--- src/source/arm_exec_config.svh ---
`ifndef ARM_EXEC_CONFIG_SVH
`define ARM_EXEC_CONFIG_SVH

// Data path and instruction width
`define ARM_WORD_W 32

// Architectural registers, 4-bit address
`define ARM_NUM_REGS 16

// Data memory depth in words, word addressed by result bits 7:2
`define ARM_DMEM_WORDS 64

`endif

--- src/source/arm_pkg.sv ---
`include "arm_exec_config.svh"

package arm_pkg;

  typedef logic [$clog2(`ARM_NUM_REGS)-1:0] reg_addr_t;

  typedef enum logic [2:0] {
    CLS_DP_REG = 3'b000,
    CLS_DP_IMM = 3'b001,
    CLS_LS     = 3'b010,
    CLS_BRANCH = 3'b101
  } inst_class_e;

  typedef enum logic [3:0] {
    COND_EQ, COND_NE, COND_CS, COND_CC, COND_MI, COND_PL, COND_VS, COND_VC,
    COND_HI, COND_LS, COND_GE, COND_LT, COND_GT, COND_LE, COND_AL
  } cond_e;

  typedef enum logic [3:0] {
    OP_AND, OP_EOR, OP_SUB, OP_RSB, OP_ADD, OP_ADC, OP_SBC, OP_RSC,
    OP_TST, OP_TEQ, OP_CMP, OP_CMN, OP_ORR, OP_MOV, OP_BIC, OP_MVN
  } alu_op_e;

  // Data processing view, also used for branches
  typedef struct packed {
    cond_e       cond;
    inst_class_e cls;
    alu_op_e     opcode;
    logic        s;
    reg_addr_t   rn;
    reg_addr_t   rd;
    logic [11:0] operand;
  } dp_view_t;

  // Load/store view
  typedef struct packed {
    cond_e       cond;
    inst_class_e cls;
    logic        p;
    logic        u;
    logic        b;
    logic        w;
    logic        l;
    reg_addr_t   rn;
    reg_addr_t   rd;
    logic [11:0] offset12;
  } ls_view_t;

  typedef union packed {
    dp_view_t dp;
    ls_view_t ls;
  } arm_inst_u;

  typedef struct packed {
    logic n;
    logic z;
    logic c;
    logic v;
  } flags_t;

  typedef struct packed {
    logic                   valid;
    arm_inst_u              inst;
    logic [`ARM_WORD_W-1:0] ra_data;
    logic [`ARM_WORD_W-1:0] rb_data;
    reg_addr_t              ra_addr;
    reg_addr_t              rb_addr;
  } ex_req_t;

  typedef struct packed {
    logic                   valid;
    logic                   do_write;
    logic                   is_load;
    logic                   is_store;
    reg_addr_t              rd;
    logic [`ARM_WORD_W-1:0] result;
    logic [`ARM_WORD_W-1:0] store_data;
  } ex_res_t;

  typedef struct packed {
    logic                   en;
    reg_addr_t              addr;
    logic [`ARM_WORD_W-1:0] data;
  } wb_t;

endpackage

--- src/source/operand_unit.sv ---
`timescale 1ns/1ps
`include "arm_exec_config.svh"

module operand_unit import arm_pkg::*; (
    input  arm_inst_u              inst_i
  , input  logic [`ARM_WORD_W-1:0] rm_i
  , output logic [`ARM_WORD_W-1:0] op2_o
);

  localparam int W = `ARM_WORD_W;

  localparam logic [1:0] SH_LSL = 2'b00;
  localparam logic [1:0] SH_LSR = 2'b01;
  localparam logic [1:0] SH_ASR = 2'b10;

  logic [3:0]     rot;
  logic [7:0]     imm8;
  logic [4:0]     shamt;
  logic [5:0]     shamt_ext;
  logic [1:0]     sh_type;
  logic [W-1:0]   imm_ext;
  logic [2*W-1:0] imm_dbl;
  logic [2*W-1:0] rm_dbl;

  assign rot     = inst_i.dp.operand[11:8];
  assign imm8    = inst_i.dp.operand[7:0];
  assign shamt   = inst_i.dp.operand[11:7];
  assign sh_type = inst_i.dp.operand[6:5];

  // Rotate right by doubling the word and shifting the pair
  assign imm_ext = {{(W-8){1'b0}}, imm8};
  assign imm_dbl = {imm_ext, imm_ext} >> {rot, 1'b0};
  assign rm_dbl  = {rm_i, rm_i} >> shamt;

  // LSR #0 and ASR #0 mean a shift by 32
  assign shamt_ext = (shamt == 5'd0) ? 6'd32 : {1'b0, shamt};

  always_comb begin
    case (inst_i.dp.cls)
      CLS_DP_IMM: op2_o = imm_dbl[W-1:0];
      CLS_DP_REG: begin
        case (sh_type)
          SH_LSL:  op2_o = rm_i << shamt;
          SH_LSR:  op2_o = rm_i >> shamt_ext;
          SH_ASR:  op2_o = $signed(rm_i) >>> shamt_ext;
          // ROR, amount 0 leaves rm as is
          default: op2_o = rm_dbl[W-1:0];
        endcase
      end
      CLS_LS:     op2_o = {{(W-12){1'b0}}, inst_i.ls.offset12};
      default:    op2_o = '0;
    endcase
  end

endmodule

--- src/source/alu.sv ---
`timescale 1ns/1ps
`include "arm_exec_config.svh"

module alu import arm_pkg::*; (
    input  logic                   clk_i
  , input  logic                   reset_i
  , input  alu_op_e                op_i
  , input  logic [`ARM_WORD_W-1:0] a_i
  , input  logic [`ARM_WORD_W-1:0] b_i
  , input  cond_e                  cond_i
  , input  logic                   set_flags_i
  , output logic [`ARM_WORD_W-1:0] result_o
  , output logic                   cond_met_o
  , output flags_t                 flags_o
);

  localparam int W = `ARM_WORD_W;

  logic [W-1:0] add_x;
  logic [W-1:0] add_y;
  logic         add_cin;
  logic         arith;
  logic [W:0]   sum;
  logic         ovf;
  logic [W-1:0] logic_res;
  flags_t       flags_d;

  // ************************************************************************
  // Adder operands, subtraction as x + ~y + 1 so C is the inverted borrow
  // ************************************************************************
  always_comb begin
    add_x   = a_i;
    add_y   = b_i;
    add_cin = 1'b0;
    arith   = 1'b1;
    case (op_i)
      OP_SUB, OP_CMP: begin
        add_y   = ~b_i;
        add_cin = 1'b1;
      end
      OP_RSB: begin
        add_x   = b_i;
        add_y   = ~a_i;
        add_cin = 1'b1;
      end
      OP_ADD, OP_CMN: add_cin = 1'b0;
      OP_ADC: add_cin = flags_o.c;
      OP_SBC: begin
        add_y   = ~b_i;
        add_cin = flags_o.c;
      end
      OP_RSC: begin
        add_x   = b_i;
        add_y   = ~a_i;
        add_cin = flags_o.c;
      end
      default: arith = 1'b0;
    endcase
  end

  assign sum = {1'b0, add_x} + {1'b0, add_y} + {{W{1'b0}}, add_cin};
  assign ovf = (add_x[W-1] == add_y[W-1]) && (sum[W-1] != add_x[W-1]);

  always_comb begin
    case (op_i)
      OP_AND, OP_TST: logic_res = a_i & b_i;
      OP_EOR, OP_TEQ: logic_res = a_i ^ b_i;
      OP_ORR:         logic_res = a_i | b_i;
      OP_MOV:         logic_res = b_i;
      OP_BIC:         logic_res = a_i & ~b_i;
      OP_MVN:         logic_res = ~b_i;
      default:        logic_res = '0;
    endcase
  end

  assign result_o = arith ? sum[W-1:0] : logic_res;

  // Logical ops keep C and V
  assign flags_d.n = result_o[W-1];
  assign flags_d.z = (result_o == '0);
  assign flags_d.c = arith ? sum[W] : flags_o.c;
  assign flags_d.v = arith ? ovf : flags_o.v;

  always_ff @(posedge clk_i) begin
    if (reset_i) begin
      flags_o <= '0;
    end else if (set_flags_i) begin
      flags_o <= flags_d;
    end
  end

  // ************************************************************************
  // Condition check against the current flags
  // ************************************************************************
  always_comb begin
    case (cond_i)
      COND_EQ: cond_met_o = flags_o.z;
      COND_NE: cond_met_o = !flags_o.z;
      COND_CS: cond_met_o = flags_o.c;
      COND_CC: cond_met_o = !flags_o.c;
      COND_MI: cond_met_o = flags_o.n;
      COND_PL: cond_met_o = !flags_o.n;
      COND_VS: cond_met_o = flags_o.v;
      COND_VC: cond_met_o = !flags_o.v;
      COND_HI: cond_met_o = flags_o.c && !flags_o.z;
      COND_LS: cond_met_o = !flags_o.c || flags_o.z;
      COND_GE: cond_met_o = (flags_o.n == flags_o.v);
      COND_LT: cond_met_o = (flags_o.n != flags_o.v);
      COND_GT: cond_met_o = !flags_o.z && (flags_o.n == flags_o.v);
      COND_LE: cond_met_o = flags_o.z || (flags_o.n != flags_o.v);
      COND_AL: cond_met_o = 1'b1;
      default: cond_met_o = 1'b0;
    endcase
  end

endmodule

--- src/source/reg_file.sv ---
`timescale 1ns/1ps
`include "arm_exec_config.svh"

module reg_file import arm_pkg::*; (
    input  logic                   clk_i
  , input  logic                   reset_i
  , input  reg_addr_t              ra_addr_i
  , input  reg_addr_t              rb_addr_i
  , output logic [`ARM_WORD_W-1:0] ra_data_o
  , output logic [`ARM_WORD_W-1:0] rb_data_o
  , input  wb_t                    wb_i
);

  logic [`ARM_WORD_W-1:0] regs [`ARM_NUM_REGS];

  // Plain reads, execute forwards in-flight results
  assign ra_data_o = regs[ra_addr_i];
  assign rb_data_o = regs[rb_addr_i];

  always_ff @(posedge clk_i) begin
    if (reset_i) begin
      for (int i = 0; i < `ARM_NUM_REGS; i++) begin
        regs[i] <= '0;
      end
    end else if (wb_i.en) begin
      regs[wb_i.addr] <= wb_i.data;
    end
  end

endmodule

--- src/source/execute.sv ---
`timescale 1ns/1ps
`include "arm_exec_config.svh"

module execute import arm_pkg::*; (
    input  logic                   clk_i
  , input  logic                   reset_i
  , input  ex_req_t                req_i
  , input  wb_t                    wb_i
  , output ex_res_t                res_o
  , output flags_t                 flags_o
  , output logic                   stall_o
  , output logic                   branch_o
  , output logic [`ARM_WORD_W-1:0] branch_off_o
  , output logic                   flush_o
);

  localparam int W = `ARM_WORD_W;

  logic [W-1:0] inst_word;
  inst_class_e  cls;
  logic         is_dp;
  logic         is_ls;
  logic         is_load_op;
  logic         ra_used;
  logic         rb_used;
  logic         writes_rd;
  logic [W-1:0] ra_val;
  logic [W-1:0] rb_val;
  logic [W-1:0] op2;
  logic [W-1:0] alu_result;
  alu_op_e      alu_op;
  logic         cond_met;
  logic         accept;
  logic         set_flags;
  ex_res_t      res_d;

  // Newest value wins: execute result, then write-back, then register file
  function automatic logic [W-1:0] fwd(input reg_addr_t addr, input logic [W-1:0] rf_data);
    if (res_o.do_write && res_o.rd == addr) begin
      return res_o.result;
    end else if (wb_i.en && wb_i.addr == addr) begin
      return wb_i.data;
    end
    return rf_data;
  endfunction

  function automatic logic load_hit(input reg_addr_t addr);
    return res_o.is_load && res_o.do_write && (res_o.rd == addr);
  endfunction

  assign inst_word  = req_i.inst;
  assign cls        = req_i.inst.dp.cls;
  assign is_dp      = (cls == CLS_DP_REG) || (cls == CLS_DP_IMM);
  assign is_ls      = (cls == CLS_LS);
  assign is_load_op = is_ls && req_i.inst.ls.l;

  // MOV and MVN ignore rn
  assign ra_used = is_ls || (is_dp && req_i.inst.dp.opcode != OP_MOV
                             && req_i.inst.dp.opcode != OP_MVN);
  assign rb_used = (cls == CLS_DP_REG) || (is_ls && !req_i.inst.ls.l);

  assign ra_val = fwd(req_i.ra_addr, req_i.ra_data);
  assign rb_val = fwd(req_i.rb_addr, req_i.rb_data);

  // ************************************************************************
  // Hazard, branch and flush strobes
  // ************************************************************************
  assign stall_o = req_i.valid && !flush_o
                   && ((ra_used && load_hit(req_i.ra_addr))
                       || (rb_used && load_hit(req_i.rb_addr)));

  assign accept   = req_i.valid && !stall_o && !flush_o;
  assign branch_o = accept && (cls == CLS_BRANCH) && cond_met;

  // Word offset, sign-extended from 24 bits
  assign branch_off_o = {{(W-24){inst_word[23]}}, inst_word[23:0]};

  always_ff @(posedge clk_i) begin
    if (reset_i) begin
      flush_o <= 1'b0;
    end else begin
      flush_o <= branch_o;
    end
  end

  // ************************************************************************
  // Operands and ALU
  // ************************************************************************
  assign alu_op    = is_ls ? (req_i.inst.ls.u ? OP_ADD : OP_SUB) : req_i.inst.dp.opcode;
  assign set_flags = accept && is_dp && req_i.inst.dp.s && cond_met;

  operand_unit u_operand_unit (
      .inst_i ( req_i.inst )
    , .rm_i   ( rb_val     )
    , .op2_o  ( op2        )
  );

  alu u_alu (
      .clk_i       ( clk_i               )
    , .reset_i     ( reset_i             )
    , .op_i        ( alu_op              )
    , .a_i         ( ra_val              )
    , .b_i         ( op2                 )
    , .cond_i      ( req_i.inst.dp.cond  )
    , .set_flags_i ( set_flags           )
    , .result_o    ( alu_result          )
    , .cond_met_o  ( cond_met            )
    , .flags_o     ( flags_o             )
  );

  // Compare opcodes only touch flags
  assign writes_rd = (is_dp && !(req_i.inst.dp.opcode inside {OP_TST, OP_TEQ, OP_CMP, OP_CMN}))
                     || is_load_op;

  assign res_d.valid      = accept;
  assign res_d.do_write   = accept && cond_met && writes_rd;
  assign res_d.is_load    = accept && cond_met && is_load_op;
  assign res_d.is_store   = accept && cond_met && is_ls && !req_i.inst.ls.l;
  assign res_d.rd         = req_i.inst.dp.rd;
  assign res_d.result     = alu_result;
  assign res_d.store_data = rb_val;

  // Pipeline register, control bits cleared on reset
  always_ff @(posedge clk_i) begin
    res_o <= res_d;
    if (reset_i) begin
      res_o.valid    <= 1'b0;
      res_o.do_write <= 1'b0;
      res_o.is_load  <= 1'b0;
      res_o.is_store <= 1'b0;
    end
  end

endmodule

--- src/source/mem_stage.sv ---
`timescale 1ns/1ps
`include "arm_exec_config.svh"

module mem_stage import arm_pkg::*; (
    input  logic    clk_i
  , input  logic    reset_i
  , input  ex_res_t res_i
  , output wb_t     wb_o
);

  localparam int AW = $clog2(`ARM_DMEM_WORDS);

  logic [`ARM_WORD_W-1:0] dmem [`ARM_DMEM_WORDS];
  logic [AW-1:0]          word_addr;
  logic [`ARM_WORD_W-1:0] load_data;

  // Word aligned, low two bits dropped
  assign word_addr = res_i.result[AW+1:2];
  assign load_data = dmem[word_addr];

  always_ff @(posedge clk_i) begin
    if (res_i.valid && res_i.is_store) begin
      dmem[word_addr] <= res_i.store_data;
    end
  end

  // Write-back register
  always_ff @(posedge clk_i) begin
    wb_o.addr <= res_i.rd;
    wb_o.data <= res_i.is_load ? load_data : res_i.result;
    if (reset_i) begin
      wb_o.en <= 1'b0;
    end else begin
      wb_o.en <= res_i.valid && res_i.do_write;
    end
  end

endmodule

--- src/source/arm_exec_top.sv ---
`timescale 1ns/1ps
`include "arm_exec_config.svh"

module arm_exec_top import arm_pkg::*; (
    input  logic                   clk_i
  , input  logic                   reset_i
  , input  arm_inst_u              inst_i
  , input  logic                   valid_i
  , output logic                   stall_o
  , output logic                   branch_o
  , output logic                   flush_o
  , output logic [`ARM_WORD_W-1:0] branch_off_o
  , output wb_t                    wb_o
  , output flags_t                 flags_o
);

  reg_addr_t              ra_addr;
  reg_addr_t              rb_addr;
  logic [`ARM_WORD_W-1:0] ra_data;
  logic [`ARM_WORD_W-1:0] rb_data;
  ex_req_t                ex_req;
  ex_res_t                ex_res;

  // Port B reads rd for stores, rm otherwise
  assign ra_addr = inst_i.dp.rn;
  assign rb_addr = (inst_i.ls.cls == CLS_LS) ? inst_i.ls.rd : inst_i.dp.operand[3:0];

  assign ex_req = '{valid: valid_i, inst: inst_i, ra_data: ra_data, rb_data: rb_data,
                    ra_addr: ra_addr, rb_addr: rb_addr};

  reg_file u_reg_file (
      .clk_i     ( clk_i   )
    , .reset_i   ( reset_i )
    , .ra_addr_i ( ra_addr )
    , .rb_addr_i ( rb_addr )
    , .ra_data_o ( ra_data )
    , .rb_data_o ( rb_data )
    , .wb_i      ( wb_o    )
  );

  execute u_execute (
      .clk_i        ( clk_i        )
    , .reset_i      ( reset_i      )
    , .req_i        ( ex_req       )
    , .wb_i         ( wb_o         )
    , .res_o        ( ex_res       )
    , .flags_o      ( flags_o      )
    , .stall_o      ( stall_o      )
    , .branch_o     ( branch_o     )
    , .branch_off_o ( branch_off_o )
    , .flush_o      ( flush_o      )
  );

  mem_stage u_mem_stage (
      .clk_i   ( clk_i   )
    , .reset_i ( reset_i )
    , .res_i   ( ex_res  )
    , .wb_o    ( wb_o    )
  );

endmodule

--- config.mk ---
export PLATFORM = sky130hd
export DESIGN_NAME = arm_exec_top
export DESIGN_NICKNAME = d
export VERILOG_FILES = /design/src/source/arm_pkg.sv /design/src/source/operand_unit.sv /design/src/source/alu.sv /design/src/source/reg_file.sv /design/src/source/execute.sv /design/src/source/mem_stage.sv /design/src/source/arm_exec_top.sv
export VERILOG_INCLUDE_DIRS = /design/src /design/src/source
export SDC_FILE = /design/constraint.sdc
export NUM_CORES = 2
export LEC_CHECK = 0
export BUFFER_PORTS_ARGS = -buffer_cell sky130_fd_sc_hd__buf_2
export CAP_MARGIN = 5
export CELL_PAD_IN_SITES_DETAIL_PLACEMENT = 0
export CELL_PAD_IN_SITES_GLOBAL_PLACEMENT = 1
export CORE_MARGIN = 2
export CORE_UTILIZATION = 54
export DETAILED_ROUTE_END_ITERATION = 10
export MAX_ROUTING_LAYER = met4
export PLACE_DENSITY = 0.88
export SLEW_MARGIN = 20
export SYNTH_ARGS = -nofsm -noshare
export SYNTH_HDL_FRONTEND = slang
export SYNTH_SLANG_ARGS = --single-unit
--- constraint.sdc ---
create_clock -name clk_i -period 11.68 [get_ports clk_i]
set_input_delay 2.336 -clock clk_i [delete_from_list [all_inputs] [get_ports clk_i]]
set_output_delay 2.336 -clock clk_i [all_outputs]
set_load 0.01 [all_outputs]
==> reports/qor.yml <==
synthFlopType: "edfxtp_1"
cts_hold_buf: 0
grt.total_usage: 0.464
yosys.area.top_type: "edfxtp_1"
first_iter_violations: 18200
wire_per_inst_um: 42.4
placed_cells: 11900
synthTopCellsByCount: "edfxtp_1, a22oi_1, clkbuf_1, and2_1, nor2_1"
syn_area_um2: 122000
synth_area_leaders: "edfxtp_1, a22oi_1, mux4_2"
instances_no_fill: 12500
cp-start-kind: "primary input"
design_area_um2: 141000
nFillCells: 16200
crit_path_max_incr_delay_ps: 620
cp_top_family: "compound AO/OA/AOI/OAI gates"
root_buffer: "clkbuf_16"
drive_gt1_frac: 0.205
multiInputGateArea_um2: 40500
violations: "setup timing"
syn-num-nets: 8830
synth-async-reset-ratio: 0
place_hpwl_um: 342000
leakagePower_nw: 47.5
p_int_mw: 17.9
setup_ws_ps: -17.2
fin_skew_ps: 108
outcome: "finished with violations"
cts_max_path_buffers: 4
place_area_um2: 131000
ant_nets: 0
yosys_warnings: 0
synth_edf_count: 2560
p_seq_frac: 0.436
clk_pin_slew_worst_paths_ps: 60
drc: 0
cts_inserted_buffers: 287
finalPower_mw: 26.4
yosys.cell_types.count: 118
core-area_um2: 225000
sw_frac_of_total: 0.321
pre_cts_ws_ps: -768
seq_area_frac_synth: 0.647
ios: 111
p_comb_frac: 0.225
initial_utilization: 0.544
grt_pass1_vias: 88700
tns_ps: -17.2
synth_cells: 8730
switchingPower_mw: 8.46
worstPathArrival_ps: 12550
placementRows: 174
worstPathMaxFanout: 13
cts-htree-levels: 5
vias: 94300
path_buf_inv: 6
yosysMostFrequentCell: "edfxtp_1"
ys_seq_elements: 2674
die_w_um: 480
period_needed_ps: 11700
dr.pass1.iters: 7
worstSetupStartpoint: "inst_i[25]"
grt_overflow: 0
grt_max_degree: 103
tightestPinTransition_ps: 1290
worstHoldPathType: "register to register"
worstSetupEndpointType: "register"
syn_avg_cell_area_um2: 14.0
wl_um: 529000
setup.worst_path.class: "primary input to register"
report.final.hold_viol_count: 0
cts_tree: "built"
min_period_over_period: 1.00
timing.rr.start: "u_mem_stage.wb_o[34]"
area_growth_pct: 14.9
dieArea_um2: 231000
critPathSlowestCell: "a22oi_1"
antenna_found_initial: 43
yosys.area.top_type_share: 0.628
required_ps: 12540
finalCoreUtilization: 0.625
crit_path_frequent_cell: "buf_4"
setup-violations-final: 1
clock_sinks: 2674
hp-start: "u_execute.res_o[67]"
fp.dieH_um: 480
cts_resized: 0
ir_worst_vdd_uv: 223
insertion_delay_ps: 980
drv_cap: 0
grt_pass1_wl_um: 722000
drv_slew: 0
fmax_mhz: 85.5
nets: 9337
drt-vias-per-instance: 7.56
power_frac_clock: 0.339
timing.hold.ws_ps: 438
power_density_nw_per_um2: 188
post_cts_buffers: 0
portBuffers: 110
final-seq-area_um2: 79300
place.gp.congestion: 1.04
relSlewSlack: 0.137
rsz0062_at_grt: "false"
==> layout by cell type, fill, tap and decap left out, types with 166 or more instances in the layout <==
cell and n:
mux4_2 218, a22oi_1 775, a221oi_1 184, nand2_1 313, o21ai_0 181, a22o_1 168, clkbuf_16 294, a21oi_1 248
buf_4 826, edfxtp_1 2560, nor3_1 166, nor2_1 347, a31oi_1 208, and2_1 438, mux2i_1 395
==> logic make-up (layout without fill, tap and decap cells) <==
kind of cell / Yosys count / after routing / synth area share
DFF: 2674 / 2674 / 0.647
other: 0 / 38 / 0
and+or+nand+nor: 1814 / 1814 / 0.0762
muxes: 722 / 722 / 0.0826
AOI/OAI and AO/OA: 2556 / 2556 / 0.155
buffers and inverters: 842 / 1551 / 0.0290
xor gates and xnor gates: 57 / 57 / 0.00414
adders and majority gates: 65 / 65 / 0.00677
==> power by group through the flow <==
| stage | registers, mW | clock network (mW) | logic, mW |
|---|---|---|---|
| finish | 11.5 | 8.95 | 5.94 |
| global route | 11.5 | 9.27 | 5.99 |
| CTS | 11.5 | 8.92 | 5.66 |
| detailed placement | 11.7 | 0 | 5.60 |
| global placement | 11.7 | 0 | 5.56 |
| floorplan | 11.4 | 0 | 2.81 |
==> layout make-up <==
| class | instances | area share |
|---|---|---|
| sequential | 2674 | 0.564 |
| tap | 2992 | 0.0266 |
| inverter | 82 | 0.00219 |
| timing repair buffer | 978 | 0.0548 |
| multi-input combinational | 5214 | 0.288 |
| clock buffer | 360 | 0.0543 |
| antenna | 38 | 0.000676 |
| clock inverter | 131 | 0.00962 |
==> final timing paths <==
| path | cells after the start | slack (ps) | endpoint |
|---|---|---|---|
| worst min-delay path | 0 | 440 | u_mem_stage.wb_o[35] |
| worst max-delay path | 36 | -20 | u_execute.u_alu.flags_o[2] |
| worst min register to register | 0 | 440 | u_mem_stage.wb_o[35] |
| worst max register to register | 35 | 1580 | u_execute.u_alu.flags_o[2] |
==> layer usage <==
metal,up-vias,wire (um),GRT usage
met5,-,0,-
met4,0,27900,0.199
met3,1441,80400,0.136
met2,9135,223000,0.637
met1,47200,197000,0.644
li1,36500,-,-
==> worst register-to-register path, delay by kind of cell (launching register included) <==
| kind | cells | cell delay, ps |
|---|---|---|
| flip-flops | 1 | 590 |
| adder cells (fa/ha/maj) | 1 | 350 |
| multiplexers | 2 | 540 |
| XOR/XNOR | 1 | 150 |
| AND/OR/NAND/NOR | 8 | 2000 |
| buffers and inverters | 5 | 820 |
| AO/OA/AOI/OAI | 18 | 5590 |
==> state kept, by name, indices dropped and copies added, names as in the netlist <==
signal                   flops
u_mem_stage.wb_o            37
u_execute.u_alu.flags_o      4
u_reg_file.regs            512
u_execute.res_o             72
u_execute.flush_o            1
u_mem_stage.dmem          2048
Note: power is estimated with default switching activity, not from simulation.
